==> config.mk <==
export PLATFORM = sky130hd
export DESIGN_NAME = l2_sync_tracker
export DESIGN_NICKNAME = d
export VERILOG_FILES = /design/src/l2_req_pkg.sv /design/src/l2_cache_pkg.sv /design/src/l2_sync_tracker.sv
export VERILOG_INCLUDE_DIRS = /design/src
export SDC_FILE = /design/constraint.sdc
export NUM_CORES = 1
export LEC_CHECK = 0
export BUFFER_PORTS_ARGS = -buffer_cell sky130_fd_sc_hd__buf_4
export CORE_MARGIN = 1
export CORE_UTILIZATION = 43
export DETAILED_ROUTE_END_ITERATION = 10
export PLACE_DENSITY = 0.66
export REMOVE_ABC_BUFFERS = 1
export SLEW_MARGIN = 25
export SYNTH_ARGS = -nofsm -noshare
export SYNTH_HDL_FRONTEND = slang
export SYNTH_SLANG_ARGS = --single-unit
==> constraint.sdc <==
create_clock -name clk -period 4.38 [get_ports clk]
set_clock_uncertainty 0.1 [all_clocks]
set_input_delay 0.876 -clock clk [delete_from_list [all_inputs] [get_ports clk]]
set_output_delay 0.876 -clock clk [all_outputs]
set_load 0.01 [all_outputs]
==> src/l2_cache_defines.svh <==
/* Geometry and thread counts of the L2 cache slice.
   Included by the packages and by any module that sizes arrays from them. */
`ifndef L2_CACHE_DEFINES_SVH
`define L2_CACHE_DEFINES_SVH

// Requesting cores and hardware threads per core.
`define L2_NUM_CORES 4
`define L2_NUM_STRANDS 4

// Set associativity and index split of a line address.
`define L2_NUM_WAYS 4
`define L2_SET_INDEX_WIDTH 3
`define L2_NUM_SETS (1 << `L2_SET_INDEX_WIDTH)
`define L2_TAG_WIDTH 23

// Line address excludes the byte offset within the line.
`define L2_ADDR_WIDTH 26
`define L2_LINE_BYTES 64

`endif

==> src/l2_req_pkg.sv <==
/* Request-side types of the L2 slice: operation codes and requester fields.
   Modules name these types in their ports and import the package for the codes. */
`default_nettype none

`include "l2_cache_defines.svh"

package l2_req_pkg;

	// Operation code as carried on the request bus.
	typedef logic [2:0] l2_op_t;

	// Encodings follow the core's PCI opcode map; flush and invalidate are not used here.
	localparam l2_op_t PCI_LOAD = 3'd0;
	localparam l2_op_t PCI_STORE = 3'd1;
	localparam l2_op_t PCI_LOAD_SYNC = 3'd4;
	localparam l2_op_t PCI_STORE_SYNC = 3'd5;

	// Requesting core.
	typedef logic [$clog2(`L2_NUM_CORES)-1:0] l2_unit_t;

	// Hardware thread within the core.
	typedef logic [$clog2(`L2_NUM_STRANDS)-1:0] l2_strand_t;

endpackage

`default_nettype wire

==> src/l2_cache_pkg.sv <==
/* Cache-side types of the L2 slice: position, line, mask and line address.
   Used in the ports of the pipeline stages and the data array. */
`default_nettype none

`include "l2_cache_defines.svh"

package l2_cache_pkg;

	typedef logic [$clog2(`L2_NUM_WAYS)-1:0] l2_way_t;
	typedef logic [`L2_SET_INDEX_WIDTH-1:0] l2_set_t;
	typedef logic [`L2_TAG_WIDTH-1:0] l2_tag_t;

	typedef logic [`L2_LINE_BYTES*8-1:0] l2_line_t;

	// One enable bit per byte of a line.
	typedef logic [`L2_LINE_BYTES-1:0] l2_mask_t;

	// Line address, seen either as one line number or as tag over set.
	typedef union packed {
		logic [`L2_ADDR_WIDTH-1:0] line;
		struct packed {
			l2_tag_t tag;
			l2_set_t set;
		} fields;
	} l2_addr_u;

	// Data array index with the way in the upper bits.
	typedef logic [$bits(l2_way_t)+$bits(l2_set_t)-1:0] l2_index_t;

endpackage

`default_nettype wire

==> src/l2_sync_tracker.sv <==
/* Link registers for synchronized load and store, one per core and strand.
   Flags whether the incoming synchronized store succeeds and updates links at accept. */
`timescale 1ns/1ps
`default_nettype none

`include "l2_cache_defines.svh"

module l2_sync_tracker(
	input wire clk,
	input wire rst_n,
	input wire stall_pipeline,
	input wire req_valid,
	input wire l2_req_pkg::l2_unit_t req_unit,
	input wire l2_req_pkg::l2_strand_t req_strand,
	input wire l2_req_pkg::l2_op_t req_op,
	input wire l2_cache_pkg::l2_addr_u req_address,
	output logic sync_success);

	import l2_req_pkg::*;

	localparam int NUM_LINKS = `L2_NUM_CORES * `L2_NUM_STRANDS;

	logic [NUM_LINKS-1:0] link_valid;
	logic [`L2_ADDR_WIDTH-1:0] link_line [NUM_LINKS];
	logic [NUM_LINKS-1:0] line_match;
	logic [$clog2(NUM_LINKS)-1:0] req_id;
	logic accept;

	assign req_id = {req_unit, req_strand};
	assign accept = req_valid && !stall_pipeline;

	// Links currently held on the requested line.
	always_comb
	begin
		for (int i = 0; i < NUM_LINKS; i++)
			line_match[i] = link_valid[i] && link_line[i] == req_address.line;
	end

	assign sync_success = req_valid && req_op == PCI_STORE_SYNC && line_match[req_id];

	always_ff @(posedge clk or negedge rst_n)
	begin
		if (!rst_n)
			link_valid <= '0;
		else if (accept)
		begin
			if (req_op == PCI_LOAD_SYNC)
				link_valid[req_id] <= 1'b1;
			else if (req_op == PCI_STORE || sync_success)
				link_valid <= link_valid & ~line_match;	// Own link included.
			else if (req_op == PCI_STORE_SYNC)
				link_valid[req_id] <= 1'b0;
		end
	end

	always_ff @(posedge clk)
	begin
		if (accept && req_op == PCI_LOAD_SYNC)
			link_line[req_id] <= req_address.line;
	end

endmodule

`default_nettype wire

# Word-level counts from Yosys, hierarchy flattened
# Memories as Yosys holds them, arrays and structs flattened.
# Index checks and enable logic that the tools add are counted.
# Widths: inputs -> output; s select.
dict set report totals {
  inputBits 37
  n_memories 1
  out_inout_bits 1
  ram_bits 416
  ff_bits 16
}
# memory depth word_bits rd rd_ports_with_merged_regs write_ports line_no
set memory_table {}
lappend memory_table {link_line 16 26 16 0 1 l2_sync_tracker.sv:24} ;# logic [`L2_ADDR_WIDTH-1:0] link_line [NUM_LINKS];
dict set report classes {
  reduce_logical 25
  magnitude_cmp 2
  bitwise 5
  eq_ne 19
  mux 9
}
# cell n
set ops {}
lappend ops {{$eq 26x26->1} 16}
lappend ops {{$mux 16} 3}
lappend ops {{$and 16x16->16} 2}
lappend ops {{$not 16->16} 2}
lappend ops {{$logic_and 1x1->1} 21}
lappend ops {{$or 16x16->16} 1}
lappend ops {{$eq 3x3->1 const B} 2}
lappend ops {{$lt 4x5->1 const B} 1}
lappend ops {{$bmux 1 s4} 1}
lappend ops {{$demux 1 s4} 1}
lappend ops {{$ge 4x1->1 const B} 1}
lappend ops {{$mux 1} 4}
lappend ops {{$eq 3x1->1 const B} 1}
lappend ops {{$reduce_bool 3->1} 1}
lappend ops {{$reduce_and 2->1} 1}
lappend ops {{$logic_not 1->1} 1}
lappend ops {{$logic_or 1x1->1} 1}

# Depth between registers and ports, before layout
# Gate-level depths: netlist of run 1.
dict set report logic_depth {
  word_depth 9
  depth_mapped 12
  depth_no_buf 9
}

# Least setup slack after synthesis of run 1
# OpenSTA, ideal clock, no wires.
dict set report synth_path {
  path_kind {input port to output port}
  start {in req_address[20] in the netlist's numbering}
  end {out sync_success}
  path_buffers 3
  stages 11
  t_arrival_ns 3.172
  path_slack_ns 0.232
  path_cell_list {buf_2 > buf_2 > xnor2_1 > nand4_1 > nor4_2 > nand4_1 > mux4_2 > nor2b_4 > nor4_4 > buf_6 > nor4b_2}
}
dict set report synth_via {
  elab_chain_len 5
}
# element line_no
set synth_lines {}
lappend synth_lines {{start: declaration} l2_sync_tracker.sv:16} ;# input wire l2_cache_pkg::l2_addr_u req_address,
lappend synth_lines {{$eq 26x26->1} l2_sync_tracker.sv:36} ;# line_match[i] = link_valid[i] && link_line[i] == req_address.line;
lappend synth_lines {{$logic_and 1x1->1} l2_sync_tracker.sv:36}
lappend synth_lines {{$bmux 1 s4 *} l2_sync_tracker.sv:39} ;# assign sync_success = req_valid && req_op == PCI_STORE_SYNC && line_match[req_id];
lappend synth_lines {{$mux 1 (not written as such) *} l2_sync_tracker.sv:39}
lappend synth_lines {{$logic_and 1x1->1 *} l2_sync_tracker.sv:39}
lappend synth_lines {{end: declaration} l2_sync_tracker.sv:17} ;# output logic sync_success);
# Mark *: on every way between the ends. The rest lies on a longest branch, timed or not. The select of a mux whose other input is x is not followed.

# Worst setup path after layout of run 1
dict set report layout_path {
  start {in req_address[13] in the netlist's numbering}
  end {out sync_success}
}
# Same word-level chain as after synthesis.

==> flow_metrics.env, run 1 <==
export IMPL_antenna_left=0
export IMPL_fp_dieArea_mm2=0.04416
export IMPL_cp_slowest_cell="or3_1"
export IMPL_path_delay_family="simple AND/OR/NAND/NOR gates"
export IMPL_synth_edf_count=416
export IMPL_io_pins=38
export IMPL_route_detailed_drc=0
export IMPL_drv_cap=0
export IMPL_finalNonFillerCells=2030
export IMPL_most_common_layout_cells="edfxtp_1 (416), xnor2_1 (322), buf_4 (202)"
export IMPL_finalCritPeriodShare=1.028
export IMPL_final_area_mm2=0.02332
export IMPL_gp_congestion=0.8827
export IMPL_dr_pass1_iters=5
export IMPL_rsz0062_at_grt="yes"
export IMPL_required_ns=3.40
export IMPL_grtUsageMet2=0.3540
export IMPL_power_w=0.009020
export IMPL_setup_ws_ns=-0.1206
export IMPL_die_x_um=210.1
export IMPL_violations="negative setup slack"
export IMPL_cts_root_buf="clkbuf_16"
export IMPL_synth_ff_type="edfxtp_1"
export IMPL_gr_total_overflow=0
export IMPL_grt_pass1_vias=10780
export IMPL_setup_violations=1
export IMPL_avgSynthCellArea_um2=15.98
export IMPL_powerDensity_mw_per_mm2=386.8
export IMPL_vdd_ir_drop_max_v=0.0003236
export IMPL_hold_violations=0
export IMPL_clockBufferDepth=3
export IMPL_initial_core_util=0.4402
export IMPL_wl_um=47520
export IMPL_met1_usage=0.3110
export IMPL_cts_buffers_inserted=46
export IMPL_grt_pass1_wl_um=70580
export IMPL_rows=75
export IMPL_grt_max_degree=28
export IMPL_yosys_warnings=0
export IMPL_layout_drive_gt1_share=0.2739
export IMPL_multiInputGateArea_mm2=0.005643
export IMPL_place_hpwl_um=30790
export IMPL_num_antenna_cells=0
export IMPL_seqCellArea_mm2=0.01289
export IMPL_path_max_fanout=8
export IMPL_routedWlPerCell_um=23.41
export IMPL_critPathMaxStageDelay_ns=0.38
export IMPL_synthesis_area_mm2=0.01863
export IMPL_worstMarginPinSlew_ns=0.6412
export IMPL_crit_cells=12
export IMPL_preCtsSetupSlack_ns=-0.3843
export IMPL_antenna_found_initial=0
export IMPL_synth_cell_type_count=42
export IMPL_ys_ff_latch=432
export IMPL_num_vias=10700
export IMPL_track_usage=0.2209
export IMPL_relSlewSlack=0.5692
export IMPL_port_buffers=37
export IMPL_syn_to_final_growth_pct=25.18
export IMPL_worstSetupPathType="primary input to primary output"
export IMPL_worstPathArrival_ns=3.52
export IMPL_place_area_mm2=0.02100
export IMPL_crit_path_end_kind="primary output"
export IMPL_clkSinkCount=432
export IMPL_path_clk_slew_ns=0.06
export IMPL_synthesis_instances=1166
export IMPL_layout_commonest_cell="edfxtp_1"
export IMPL_nets=1454
export IMPL_cts_tree="done"
export IMPL_drt_iter0_markers=1002
export IMPL_core_mm2=0.04232
export IMPL_n_fill_cell=3340
export IMPL_maxSlewViolCount=0
export IMPL_htree_num_levels=2
export IMPL_dp_cells=1920
export IMPL_power_leakage_nw=7.758
export IMPL_path_cells="buf_6 > buf_6 > xnor2_2 > nand4_1 > nor4_4 > buf_4 > nand4_1 > or3_1 > o211a_1 > nor4_4 > nor4b_4 > buf_4"
export IMPL_synth_seq_area_share=0.6921
export IMPL_reg2reg_depth=12
export IMPL_outcome="complete, but fails checks"
export IMPL_via_per_inst=5.273
export IMPL_holdWs_ns=0.08820
export IMPL_cts_hold_buf=0
export IMPL_startpoint_type="primary input"
export IMPL_grt_use_met3=0.03442
export IMPL_hold_class="primary input to asynchronous set/reset pin"
export IMPL_fmax_ghz=0.2222
export IMPL_clock_latency_ns=0.58
export IMPL_async_reset_ff_frac=0.03704
export IMPL_die_h_um=210.1
export IMPL_period_minus_slack_ns=4.501
export IMPL_cp_num_buf_inv=4
export IMPL_grt_busiest_layer="met2"
## layer usage
layer,share of wire,routed length [µm],vias to the layer above
met5,0,0,-
met4,0.023,1074,0
met3,0.064,3036,70
met2,0.48,22630,400
met1,0.44,20780,5447
li1,-,-,4787
## report_power, final
group | total, W | switching [W] | internal [W]
sequential | 0.00456 | 0.0000127 | 0.00455
combinational | 0.000747 | 0.000394 | 0.000353
clock | 0.00371 | 0.00158 | 0.00214
## through the flow
step	util	TNS [ns]
final	0.5510	-0.1206
after global routing	0.5510	-0.2023
after CTS	0.5471	-0.09159
after detailed placement	0.4962	-0.3843
after global placement	0.4962	-0.3910
after floorplan	-	0
## synth_stat cells, drive strengths merged, types with 3 or more instances
master / instances / area share
a21oi: 6 / 0.0016
or3: 3 / 0.0010
edfxtp: 416 / 0.67
xor2: 65 / 0.031
clkbuf: 3 / 0.00060
nand3: 12 / 0.0032
nor2b: 4 / 0.0017
nor3: 12 / 0.0040
o22ai: 3 / 0.0010
o211a: 3 / 0.0016
a211oi: 7 / 0.0028
nand2b: 4 / 0.0013
dfrtp: 16 / 0.021
nor4: 34 / 0.014
or4: 8 / 0.0034
nand2: 8 / 0.0016
inv: 9 / 0.0018
xnor2: 349 / 0.16
buf: 56 / 0.024
nor2: 35 / 0.0071
nand4: 91 / 0.031
a221oi: 7 / 0.0040
## cell families (layout without fill, tap and decap cells)
| family | count (synthesis) | in the layout | share of synthesized area |
|---|---|---|---|
| flops | 432 | 432 | 0.6921 |
| xor+xnor | 414 | 414 | 0.1946 |
| simple gates | 218 | 218 | 0.07126 |
| buf+inv | 68 | 355 | 0.02660 |
| compound gates | 31 | 31 | 0.01316 |
| mux | 3 | 3 | 0.002284 |
## final cells by class
class / instances / share of cell area
repair buffers: 262 / 0.1117
flip-flops and latches: 432 / 0.5528
inverters: 9 / 0.001449
clock inverters: 23 / 0.008853
well taps: 577 / 0.03096
clock buffers: 61 / 0.05221
multi-input cells: 666 / 0.2420
## final timing paths
path	endpoint	startpoint	slack [ns]
setup reg to reg	link_valid[10]	link_line[4][15]	1.05
hold reg to reg	link_valid[9]	link_valid[9]	0.47
min in group clk	link_valid[9]	link_valid[9]	0.47
hold / removal	link_valid[11]	rst_n	0.09
setup / recovery	sync_success	req_address[13]	-0.12
max in group asynchronous	link_valid[1]	rst_n	3.84
## sequential cells by signal (all words and copies together), names as in the netlist
register    count
link_line     416
link_valid     16
## what timing repair did
item,4_1_cts,5_1_grt
setup endpoints to repair,1,1
resized for setup,90,25
pin swaps,32,15
setup buffers,19,5
gates cloned,2,0
hold endpoints to repair,0,0
(Power assumes the default switching activity.)
==> run 2: changes to the inputs <==
- PLACE_DENSITY: 0.66 -> default
- PLACE_DENSITY_LB_ADDON: default -> 0.25
==> run 2 against run 1 <==
- the flow still finishes with violations (negative setup slack)
- combinational power shrank 3.2%
- power grew 1.8%
- sequential power is essentially flat
- utilization shrank 0.27 points
- non-clock buffer count shrank 19
- critical path type unchanged
==> flow_metrics.env, run 2 (synthesis gave the netlist of run 1 again) <==
export IMPL_outcome="complete, but fails checks"
export IMPL_violations="negative setup slack"
export IMPL_startpoint_type="primary input"
export IMPL_via_per_inst=5.192
export IMPL_antenna_left=0
export IMPL_rows=75
export IMPL_most_common_layout_cells="edfxtp_1 (416), xnor2_1 (327), buf_4 (180)"
export IMPL_grt_pass1_wl_um=69610
export IMPL_path_clk_slew_ns=0.06
export IMPL_cts_tree="done"
export IMPL_io_pins=38
export IMPL_required_ns=3.40
export IMPL_layout_commonest_cell="edfxtp_1"
export IMPL_gp_congestion=0.9273
export IMPL_die_x_um=210.1
export IMPL_powerDensity_mw_per_mm2=395.8
export IMPL_rsz0062_at_grt="yes"
export IMPL_drt_iter0_markers=837
export IMPL_place_hpwl_um=31350
export IMPL_clkSinkCount=432
export IMPL_htree_num_levels=2
export IMPL_crit_start="req_address[19]"
export IMPL_num_antenna_cells=0
export IMPL_routedWlPerCell_um=23.73
export IMPL_route_detailed_drc=0
export IMPL_largest_reg_flops=416
export IMPL_clock_latency_ns=0.58
export IMPL_fp_dieArea_mm2=0.04416
export IMPL_grt_pass1_vias=10330
export IMPL_setup_ws_ns=-0.1478
export IMPL_layout_drive_gt1_share=0.2671
export IMPL_cp_num_buf_inv=4
export IMPL_worstMarginPinSlew_ns=0.8249
export IMPL_utilization=0.5484
export IMPL_port_buffers=37
export IMPL_period_minus_slack_ns=4.528
export IMPL_worstPathArrival_ns=3.55
export IMPL_gr_total_overflow=0
export IMPL_r2r_start="link_line[8][4]"
export IMPL_clockBufferDepth=3
export IMPL_hold_class="primary input to asynchronous set/reset pin"
export IMPL_critPathMaxStageDelay_ns=0.51
export IMPL_top_register="link_line"
export IMPL_cts_buffers_inserted=46
export IMPL_drv_cap=0
export IMPL_path_delay_family="simple AND/OR/NAND/NOR gates"
export IMPL_die_h_um=210.1
export IMPL_cpMostUsedCell="buf_4"
export IMPL_cp_slowest_cell="mux4_2"
export IMPL_path_max_fanout=16
export IMPL_path_cells="buf_4 > buf_12 > buf_4 > xnor2_1 > nand4_1 > nor4_2 > nand4_1 > mux4_2 > nor2b_4 > nor4_4 > nor4b_4 > buf_4"
export IMPL_antenna_found_initial=0
export IMPL_power_w=0.009186
export IMPL_top_regs="link_line: 416 flops, link_valid: 16 flops"
export IMPL_power_leakage_nw=7.678
export IMPL_cts_root_buf="clkbuf_16"
export IMPL_wl_um=47730
export IMPL_grt_max_degree=28
export IMPL_core_mm2=0.04232
export IMPL_crit_path_end_kind="primary output"
export IMPL_maxSlewViolCount=0
export IMPL_num_vias=10440
export IMPL_nets=1435
export IMPL_vdd_ir_drop_max_v=0.0003310
export IMPL_syn_to_final_growth_pct=24.58
export IMPL_dr_pass1_iters=5
export IMPL_setup_violations=1
export IMPL_fmax_ghz=0.2209
export IMPL_worstSetupPathType="primary input to primary output"
export IMPL_hold_violations=0
export IMPL_track_usage=0.2199
export IMPL_initial_core_util=0.4402
export IMPL_finalCritPeriodShare=1.034
export IMPL_relSlewSlack=0.4458
[run 2: path summary, 6_finish.rpt]
check                                   to  slack (ns)  cells past startpoint
setup / recovery              sync_success       -0.15                     12
hold / removal               link_valid[6]        0.07                      1
setup reg to reg            link_valid[14]        0.98                     12
hold reg to reg              link_valid[9]        0.49                      2
max in group asynchronous    link_valid[4]        3.88                      1
min in group clk           link_line[6][5]        0.44                      1
[run 2: final cells by class]
cell class | instances | area (µm²)
clock inverter | 29 | 287.8
timing repair buffer | 243 | 2434
tap | 577 | 721.9
fill | 3368 | 19110
sequential | 432 | 12890
inverter | 9 | 33.78
clock buffer | 55 | 1206
multi-input combinational | 666 | 5632
[run 2: per-layer routing]
metal,up-vias,share of wire,global-route usage
li1,4751,-,-
met3,62,0.047,0.03814
met4,0,0.028,0.06922
met5,-,0,0
met2,260,0.46,0.3409
met1,5368,0.46,0.3157
[run 2: power breakdown]
group	internal, W	switching (W)	total [W]
Sequential	0.00455	0.0000139	0.00456
Combinational	0.000338	0.000385	0.000723
Clock	0.00231	0.00159	0.00390
Total	0.00720	0.00199	0.00919
[run 2: repair_timing]
action                     CTS  global route
gates resized for setup     71            43
setup endpoints to repair    1             1
pin swaps                   20            22
setup buffers               20            10
hold buffers                 0             0
cloned                       2             0
[run 2: metrics by stage]
stage                     TNS (ns)  setup slack [ns]  hold slack, ns  area [µm²]  instances
after floorplan                  0            0.2849          0.4357       18170       1107
after global placement     -0.3797           -0.3797          0.4701       20800       1895
after detailed placement   -0.3658           -0.3658          0.4720       20800       1895
after CTS                  -0.1367           -0.1367         0.05586       22900       2001
after global routing       -0.2365           -0.2365         0.06561       23210       2011
final                      -0.1478           -0.1478         0.07225       23210       2011
